===== src/FetchTypes.sv =====
`default_nettype none

package FetchTypes;

    // byte address, used as pc and as physical address.
    localparam int ADDR_WIDTH = 32;
    typedef logic [ADDR_WIDTH-1:0] addr_t;

    // one instruction word as carried by the bus.
    localparam int WORD_WIDTH = 32;
    typedef logic [WORD_WIDTH-1:0] word_t;

    // cache line geometry, fixed for the whole front end.
    localparam int LINE_WORDS = 4;                                   // words per line.
    localparam int LINE_BYTES = LINE_WORDS * WORD_WIDTH / 8;         // 16 bytes.
    localparam int OFFSET_WIDTH = $clog2(LINE_BYTES);                // byte offset in a line.

    // the raw line as stored in the data array.
    typedef logic [LINE_WORDS*WORD_WIDTH-1:0] icacheLine_t;

    // same bits, seen either as one vector or as words.
    // word 0 sits in the low bits, it has the lowest address.
    typedef union packed {
        icacheLine_t raw;                                            // array write view.
        logic [LINE_WORDS-1:0][WORD_WIDTH-1:0] words;                // refill view.
    } icacheLine_u;

endpackage

`default_nettype wire

===== src/FetchUnit.sv =====
`timescale 1ns/1ns
`default_nettype none

module FetchUnit #(
    parameter int INDEX_WIDTH = 4,
    parameter FetchTypes::addr_t RESET_PC = 32'h0000_0000,
    parameter FetchTypes::addr_t MEM_LIMIT = 32'h0000_1000
) (
    input  logic clk,
    input  logic rst,
    input  logic decodeReady,
    input  logic redirect,
    input  FetchTypes::addr_t redirectPc,
    input  logic invalidate,
    output FetchTypes::addr_t wbAdr,
    output logic wbCyc,
    output logic wbStb,
    input  FetchTypes::word_t wbDatI,
    input  logic wbAck,
    output logic fetchValid,
    output logic fetchFault,
    output FetchTypes::addr_t fetchPc,
    output FetchTypes::icacheLine_t fetchLine,
    output logic invalidateDone
);
    import FetchTypes::*;

    logic stall;
    logic flush;
    logic addrValid;
    logic addrFault;
    addr_t addrPc;
    logic cacheMiss;
    logic invalidateReq;
    logic invalidateAck;

    FetchAddrStage #(
        .RESET_PC(RESET_PC),
        .MEM_LIMIT(MEM_LIMIT)
    ) addrStage (
        .clk(clk),
        .rst(rst),
        .stall(stall),
        .redirect(redirect),
        .redirectPc(redirectPc),
        .addrValid(addrValid),
        .addrFault(addrFault),
        .addrPc(addrPc)
    );

    ICacheReadStage #(
        .INDEX_WIDTH(INDEX_WIDTH)
    ) readStage (
        .clk(clk),
        .rst(rst),
        .stall(stall),
        .flush(flush),
        .prevValid(addrValid),
        .prevFault(addrFault),
        .prevPc(addrPc),
        .cacheMiss(cacheMiss),
        .invalidateReq(invalidateReq),
        .invalidateAck(invalidateAck),
        .wbAdr(wbAdr),
        .wbCyc(wbCyc),
        .wbStb(wbStb),
        .wbDatI(wbDatI),
        .wbAck(wbAck),
        .outValid(fetchValid),
        .outFault(fetchFault),
        .outPc(fetchPc),
        .outLine(fetchLine)
    );

    FetchController ctrl (
        .clk(clk),
        .rst(rst),
        .cacheMiss(cacheMiss),
        .decodeReady(decodeReady),
        .fetchValid(fetchValid),
        .redirect(redirect),
        .invalidate(invalidate),
        .invalidateAck(invalidateAck),
        .stall(stall),
        .flush(flush),
        .invalidateReq(invalidateReq),
        .invalidateDone(invalidateDone)
    );

endmodule

`default_nettype wire


===== src/FetchController.sv =====
`timescale 1ns/1ns
`default_nettype none

module FetchController (
    input  logic clk,
    input  logic rst,
    input  logic cacheMiss,
    input  logic decodeReady,
    input  logic fetchValid,
    input  logic redirect,
    input  logic invalidate,
    input  logic invalidateAck,
    output logic stall,
    output logic flush,
    output logic invalidateReq,
    output logic invalidateDone
);

    logic invPending;                                                // invalidate seen, not yet acked.

    // hold everything on a miss, on decode back-pressure, or while clearing.
    assign stall = cacheMiss || (fetchValid && !decodeReady) || invPending;
    assign flush = redirect;

    // a running refill finishes first.
    assign invalidateReq = invPending && !cacheMiss;

    always_ff @(posedge clk) begin
        if (rst) begin
            invPending <= 1'b0;
            invalidateDone <= 1'b0;
        end else begin
            invalidateDone <= invalidateAck && invPending;           // one cycle pulse.
            if (invalidate)
                invPending <= 1'b1;                                  // repeated requests merge.
            else if (invalidateAck)
                invPending <= 1'b0;
        end
    end

    // the cache may only finish a walk that was asked for here.
    assert property (@(posedge clk) disable iff (rst)
        invalidateAck |-> invPending)
        else $error("FetchController: invalidate ack without request.");

endmodule

`default_nettype wire


===== src/ICacheReadStage.sv =====
`timescale 1ns/1ns
`default_nettype none

module ICacheReadStage #(
    parameter int INDEX_WIDTH = 4
) (
    input  logic clk,
    input  logic rst,
    input  logic stall,
    input  logic flush,
    input  logic prevValid,
    input  logic prevFault,
    input  FetchTypes::addr_t prevPc,
    output logic cacheMiss,
    input  logic invalidateReq,
    output logic invalidateAck,
    output FetchTypes::addr_t wbAdr,
    output logic wbCyc,
    output logic wbStb,
    input  FetchTypes::word_t wbDatI,
    input  logic wbAck,
    output logic outValid,
    output logic outFault,
    output FetchTypes::addr_t outPc,
    output FetchTypes::icacheLine_t outLine
);
    import FetchTypes::*;

    logic lookupEnable;
    logic hitValid;
    icacheLine_t readLine;

    // the old stream must not start a refill in the redirect cycle.
    assign lookupEnable = prevValid && !flush;

    ICache #(
        .INDEX_WIDTH(INDEX_WIDTH)
    ) iCache (
        .clk(clk),
        .rst(rst),
        .fetchEnable(lookupEnable),
        .fetchFault(prevFault),
        .addr(prevPc),
        .hitValid(hitValid),
        .readLine(readLine),
        .cacheMiss(cacheMiss),
        .invalidateReq(invalidateReq),
        .invalidateAck(invalidateAck),
        .wbAdr(wbAdr),
        .wbCyc(wbCyc),
        .wbStb(wbStb),
        .wbDatI(wbDatI),
        .wbAck(wbAck)
    );

    // control part of the register toward decode.
    always_ff @(posedge clk) begin
        if (rst || flush) begin
            outValid <= 1'b0;
            outFault <= 1'b0;
        end else if (!stall) begin
            outValid <= hitValid;
            outFault <= prevValid && prevFault;
        end
    end

    // payload part, held under stall.
    always_ff @(posedge clk) begin
        if (!stall) begin
            outPc <= prevPc;
            outLine <= prevFault ? '0 : readLine;                    // fault carries no data.
        end
    end

    // a live lookup that is let through must have hit, or the fetch is lost.
    assert property (@(posedge clk) disable iff (rst)
        (prevValid && !flush && !stall) |-> hitValid)
        else $error("ICacheReadStage: fetch passed without a hit.");

endmodule

`default_nettype wire


===== src/ICache.sv =====
`timescale 1ns/1ns
`default_nettype none

module ICache #(
    parameter int INDEX_WIDTH = 4
) (
    input  logic clk,
    input  logic rst,
    input  logic fetchEnable,
    input  logic fetchFault,
    input  FetchTypes::addr_t addr,
    output logic hitValid,
    output FetchTypes::icacheLine_t readLine,
    output logic cacheMiss,
    input  logic invalidateReq,
    output logic invalidateAck,
    output FetchTypes::addr_t wbAdr,
    output logic wbCyc,
    output logic wbStb,
    input  FetchTypes::word_t wbDatI,
    input  logic wbAck
);
    import FetchTypes::*;

    localparam int LINES = 2 ** INDEX_WIDTH;
    localparam int TAG_WIDTH = ADDR_WIDTH - INDEX_WIDTH - OFFSET_WIDTH;
    localparam int WORD_SEL_WIDTH = OFFSET_WIDTH - 2;               // word index in a line.

    localparam logic [2:0] ST_IDLE = 3'd0;                           // lookup only.
    localparam logic [2:0] ST_REQ = 3'd1;                            // bus cycle open.
    localparam logic [2:0] ST_GAP = 3'd2;                            // idle bus between words.
    localparam logic [2:0] ST_INVAL = 3'd3;                          // clearing valid bits.
    localparam logic [2:0] ST_ACK = 3'd4;                            // walk finished.

    logic [LINES-1:0] validBits;
    logic [TAG_WIDTH-1:0] tagArray [LINES];
    icacheLine_t dataArray [LINES];

    logic [INDEX_WIDTH-1:0] lookupIndex;
    logic [TAG_WIDTH-1:0] lookupTag;
    logic lookupHit;
    logic lookupMiss;

    logic [2:0] state;
    logic [WORD_SEL_WIDTH-1:0] wordCnt;
    logic [INDEX_WIDTH-1:0] invCnt;
    addr_t refillBase;
    logic [INDEX_WIDTH-1:0] refillIndex;
    icacheLine_u fillBuf;
    icacheLine_u fillNext;
    logic startRefill;
    logic lastWord;
    logic lineWrite;

    // direct mapped lookup, purely combinational.
    assign lookupIndex = addr[OFFSET_WIDTH +: INDEX_WIDTH];
    assign lookupTag = addr[ADDR_WIDTH-1 -: TAG_WIDTH];
    assign lookupHit = validBits[lookupIndex] && (tagArray[lookupIndex] == lookupTag);
    assign lookupMiss = fetchEnable && !fetchFault && !lookupHit;   // faults never go to memory.

    assign hitValid = fetchEnable && (fetchFault || lookupHit);
    assign readLine = dataArray[lookupIndex];
    assign cacheMiss = (state == ST_REQ) || (state == ST_GAP) ||
                       ((state == ST_IDLE) && lookupMiss);

    // invalidate has priority over a new refill.
    assign startRefill = (state == ST_IDLE) && !invalidateReq && lookupMiss;

    assign refillIndex = refillBase[OFFSET_WIDTH +: INDEX_WIDTH];
    assign lastWord = (wordCnt == WORD_SEL_WIDTH'(LINE_WORDS - 1));
    assign lineWrite = (state == ST_REQ) && wbAck && lastWord;     // last word lands with the line.

    // merge the incoming word into the partly filled line.
    always_comb begin
        fillNext = fillBuf;
        fillNext.words[wordCnt] = wbDatI;
    end

    // wishbone classic read, one word per cycle.
    assign wbCyc = (state == ST_REQ);
    assign wbStb = (state == ST_REQ);
    assign wbAdr = {refillBase[ADDR_WIDTH-1:OFFSET_WIDTH], wordCnt, 2'b00};
    assign invalidateAck = (state == ST_ACK);

    always_ff @(posedge clk) begin
        if (rst) begin
            state <= ST_IDLE;
            wordCnt <= '0;
            invCnt <= '0;
            validBits <= '0;
        end else begin
            case (state)
                ST_IDLE: begin
                    if (invalidateReq) begin
                        state <= ST_INVAL;
                        invCnt <= '0;
                    end else if (startRefill) begin
                        state <= ST_REQ;
                        wordCnt <= '0;                               // ascending from word 0.
                    end
                end
                ST_REQ: begin
                    if (wbAck && lastWord) begin
                        state <= ST_IDLE;
                        validBits[refillIndex] <= 1'b1;
                    end else if (wbAck) begin
                        state <= ST_GAP;
                        wordCnt <= wordCnt + 1'b1;
                    end
                end
                ST_GAP: begin
                    state <= ST_REQ;                                 // cyc was low for a cycle.
                end
                ST_INVAL: begin
                    validBits[invCnt] <= 1'b0;                       // one line per cycle.
                    invCnt <= invCnt + 1'b1;
                    if (&invCnt)
                        state <= ST_ACK;
                end
                default: begin
                    state <= ST_IDLE;
                end
            endcase
        end
    end

    // arrays and refill buffer.
    always_ff @(posedge clk) begin
        if (startRefill)
            refillBase <= {addr[ADDR_WIDTH-1:OFFSET_WIDTH], {OFFSET_WIDTH{1'b0}}};
        if ((state == ST_REQ) && wbAck)
            fillBuf <= fillNext;
        if (lineWrite) begin
            dataArray[refillIndex] <= fillNext.raw;
            tagArray[refillIndex] <= refillBase[ADDR_WIDTH-1 -: TAG_WIDTH];
        end
    end

    // the bus goes idle for a cycle after every acked word.
    assert property (@(posedge clk) disable iff (rst) (wbCyc && wbAck) |=> !wbCyc)
        else $error("ICache: cyc stayed high after an ack.");

    // address must not move while the slave is still answering.
    assert property (@(posedge clk) disable iff (rst)
        (wbStb && !wbAck) |=> $stable(wbAdr))
        else $error("ICache: wbAdr changed during a pending strobe.");

endmodule

`default_nettype wire


===== src/FetchAddrStage.sv =====
`timescale 1ns/1ns
`default_nettype none

module FetchAddrStage #(
    parameter FetchTypes::addr_t RESET_PC = 32'h0000_0000,
    parameter FetchTypes::addr_t MEM_LIMIT = 32'h0000_1000
) (
    input  logic clk,
    input  logic rst,
    input  logic stall,
    input  logic redirect,
    input  FetchTypes::addr_t redirectPc,
    output logic addrValid,
    output logic addrFault,
    output FetchTypes::addr_t addrPc
);
    import FetchTypes::*;

    // drops the byte offset, fetch works on whole lines.
    function automatic addr_t lineBase(input addr_t a);
        return {a[ADDR_WIDTH-1:OFFSET_WIDTH], {OFFSET_WIDTH{1'b0}}};
    endfunction

    addr_t pcNext;

    assign pcNext = addrPc + addr_t'(LINE_BYTES);                    // next sequential line.

    always_ff @(posedge clk) begin
        if (rst) begin
            addrValid <= 1'b0;                                       // one dead cycle after reset.
            addrPc <= lineBase(RESET_PC);
        end else if (redirect) begin
            // redirect wins over stall.
            addrValid <= 1'b1;
            addrPc <= lineBase(redirectPc);
        end else if (!addrValid) begin
            addrValid <= 1'b1;                                       // reset pc becomes live.
        end else if (!stall) begin
            addrPc <= pcNext;
        end
    end

    // bare mode: physical equals virtual, only the limit check remains.
    assign addrFault = (addrPc >= MEM_LIMIT);

    // the pc never carries an offset, whatever the redirect target was.
    assert property (@(posedge clk) disable iff (rst)
        addrPc[OFFSET_WIDTH-1:0] == '0)
        else $error("FetchAddrStage: pc not line aligned.");

endmodule

`default_nettype wire


===== config.mk =====
export PLATFORM = sky130hd
export DESIGN_NAME = FetchUnit
export DESIGN_NICKNAME = d
export VERILOG_FILES = /design/src/FetchTypes.sv /design/src/FetchUnit.sv /design/src/FetchController.sv /design/src/ICacheReadStage.sv /design/src/ICache.sv /design/src/FetchAddrStage.sv
export SDC_FILE = /design/constraint.sdc
export NUM_CORES = 2
export LEC_CHECK = 0
export BUFFER_PORTS_ARGS = -buffer_cell sky130_fd_sc_hd__buf_2
export CORE_MARGIN = 2
export CORE_UTILIZATION = 45
export DETAILED_ROUTE_END_ITERATION = 8
export PLACE_DENSITY_LB_ADDON = 0.25
export SLEW_MARGIN = 20
export SYNTH_ARGS = -nofsm -noshare
export SYNTH_HDL_FRONTEND = slang
export SYNTH_SLANG_ARGS = --single-unit

===== constraint.sdc =====
create_clock -name clk -period 11.6 [get_ports clk]
set_input_delay 0.58 -clock clk [delete_from_list [all_inputs] [get_ports clk]]
set_output_delay 0.58 -clock clk [all_outputs]
set_load 0.02 [all_outputs]

==> run metrics <==
post-synthesis cell type with the largest combined area=edfxtp_1; multi-input logic area=roughly 22000 um2; biggest fanout along the worst timing path=46; maximum clock skew at final layout=between 0.06 and 0.07 ns; final design utilization=51.7%; RSZ-0062 raised after global routing=false; total power=~22 mW; post-detailed-placement cell area=112000 um2; post-synthesis instance area=107000 um2; fraction of power consumed by combinational cells=7.1%; cell at the root of the clock tree=clkbuf_16; sequential fraction of the synthesis area=78.4%; Area growth syn-to-layout=14.1%; relative contribution of sequential cells to total power=51.3%; internal power=between 15 and 20 mW; pin slew with the least headroom to its limit=1.13 ns; Worst Setup End Kind=flip-flop; post-place setup slack=~4.5 ns; routed vias/inst=5.98; register-to-register path setup slack=~4.6 ns; main flop type after synthesis=edfxtp_1; routed metal-1 wirelength=~110000 um; later-pin clock latency in the skew report=approximately 0.94 ns; asr flop ratio synth=0%; proportion of layout cells with a drive suffix above 1=32.2%; number of synthesized flops with an enable pin=between 2000 and 3000; finished layout cell area=approximately 120000 um2; post-synth top area share=77.2%; total number of nets in the final design=between 5000 and 6000; cell with the most instances after synthesis=edfxtp_1; max cap viols=0; Total Routing Usage GR=between 20% and 30%; detailed placement HPWL=about 140000 um; global route total overflow=0; count of input and output buffers=around 260; clock buffers created by TritonCTS=~310; cell area power density=~180 nW/um2; Peak supply drop=between 0.1 and 0.15 mV; clock sink count=roughly 2800; number of hold violations in the final report=0; average cell area after synthesis=roughly 24 um2; worst path setup slack after routing=4.63 ns; initial antenna violation count=38; most numerous cell types in the synthesized netlist=edfxtp_1 (2744), mux4_2 (742), clkbuf_1 (162), mux2_2 (136), nor2b_1 (135); Filler Cell Count=around 18000; total count of max-transition violations in the final report=0; setup repair bufs after CTS=0; pin count of the biggest net entering global routing=150; Detail Route met2 WL=approximately 130000 um; top routing layer in use=met5; result of the run=completed; switching power as a share of total power=21.9%; starting density of the core=a little under half; ranking of synthesized cells by area=edfxtp_1 (77%), mux4_2 (16%), mux2_2 (1.4%); number of synthesized register bits=between 2000 and 3000; Antenna Violating Nets Remaining=0; cell count after synthesis=roughly 4500; via total after detailed routing=50021; First DRT Iteration DRCs=about 6200; first-pass GRT wire length=380000 um; via count of the first global-routing pass=slightly above 50000; tightest slew margin relative to the limit=between 20% and 30%; arrival time of the worst setup path=7.49 ns; Worst-path clk slew=0.06 ns; switching power of the nets=between 4 and 5 mW; Detail Route met3 WL=between 20000 and 25000 um; Unique masters post-synth=between 60 and 70; DRT Pass-1 Iters=6; Wirelength per Cell=about 32 um; floorplan die width=around 500 um; Placer Congestion=0.792; share of power burned in the clock network=between 40% and 50%; Setup-failing EPs final=0; DRC viols=0; number of ports placed on the die boundary=around 270; shortest period the worst path allows=6.97 ns; sequential standard cell area=~84000 um2; type of the worst min-delay path=in -> reg; overall die area=~240000 um2; clock buffer depth=4; clock tree from TritonCTS=done; total of warnings raised by yosys=0; highest clock rate=144 MHz; Core Area=approximately 240000 um2; worst setup path category=reg -> reg; row cnt=about 180; post-route setup TNS=0 ns; aggregate routed wire length=about 270000 um; Final period util=60.1%; height of the die=between 400 and 500 um; leakage=between 30 and 40 nW; CTS H-tree depth=5; critical path launch point type=flip-flop; required time at the worst-slack endpoint=approximately 12 ns
-- state kept, by name, summed over array words and instances (netlist names), 2 cells and up, named ones only --
register / cells
readStage.iCache.dataArray: 2048
readStage.iCache.tagArray: 384
readStage.iCache.fillBuf: 128
readStage.outLine: 128
addrStage.addrPc: 28
readStage.iCache.refillBase: 28
readStage.outPc: 28
readStage.iCache.validBits: 16
readStage.iCache.invCnt: 4
readStage.iCache.state: 3
readStage.iCache.wordCnt: 2
-- placed cells by master (no fill, tap or decap), types with 23 or more instances in the layout --
cell type and instances:
edfxtp_1 2744, mux4_2 742, clkbuf_16 312, buf_2 256, mux2_2 136, nor2b_1 135, buf_4 72, clkbuf_1 61
nor2_1 58, dfxtp_1 56, clkinv_1 52, clkinv_2 52, nand2_1 51, a21oi_1 43, mux2i_1 38, diode_2 34
nand3_1 31, xnor2_1 26, dlygate4sd3_1 26, bufinv_16 23
-- power by group through the flow --
stage                     registers (mW)  clock network (mW)  logic, mW
after floorplan                     11.7                   0      0.968
after global placement              11.7                   0       1.59
after detailed placement            11.7                   0       1.61
after CTS                           11.4                9.42       1.62
after global routing                11.5                9.81       1.69
final                               11.4                9.27       1.59
-- kinds of logic (layout without fill, tap and decap cells) --
family	after synthesis	after routing	synth area share [%]
other	1	40	0.00351
DFF	2806	2806	78.4
and+or+nand+nor	373	373	1.89
muxes	916	916	17.5
xor gates and xnor gates	40	40	0.328
buffers and inverters	268	915	1.04
AOI/OAI and AO/OA	121	121	0.761
adders and majority gates	10	10	0.117
-- final timing paths --
path / start / endpoint / cells past startpoint
worst min register to register: readStage.iCache.validBits[10] / readStage.iCache.validBits[10] / 2
worst max-delay path: flip-flop / readStage.outLine[82] / 11
worst max register to register: flip-flop / readStage.outLine[82] / 11
worst min-delay path: redirectPc[24] / addrStage.addrPc[24] / 3
-- metal layers --
layer / GRT usage, % / vias up
met3: 4.17 / 381
met1: 30.8 / 27305
met4: 6.35 / 8
li1: - / 20123
met5: 0 / -
met2: 36.1 / 2204
-- area by class of cell --
type / instances / area share (%)
timing repair buffer: 373 / 2.02
clock inverter: 144 / 1.07
tap: 3150 / 3.24
clock buffer: 376 / 6.63
antenna: 34 / 0.0699
inverter: 22 / 0.0781
multi-input combinational: 1466 / 18.2
sequential: 2806 / 68.7
-- metrics by stage --
stage | std cells | hold WS (ns)
after global placement | 7789 | 0.466
after CTS | 8337 | 0.00129
after detailed placement | 7791 | 0.478
after floorplan | 4540 | 0.424
after global routing | 8353 | 0.0462
final | 8371 | 0.0552
-- worst max-delay path, stage by stage (launching register included) --
cell      delay, ns
dfxtp_4        0.66
buf_4          0.72
mux4_2         0.59
mux2i_1        0.39
o221ai_1       0.26
nor3_1         0.30
a31oi_1        0.18
or4b_1         0.67
o21ai_2        0.56
and2_4         0.61
buf_4          0.66
buf_4          0.78
-- repair_timing --
action | in CTS | in global routing
endpoints found under the hold margin | 29 | 0
gates resized for setup | 0 | 0
hold buffers | 26 | 0
Note: power is estimated with default switching activity, not from simulation.
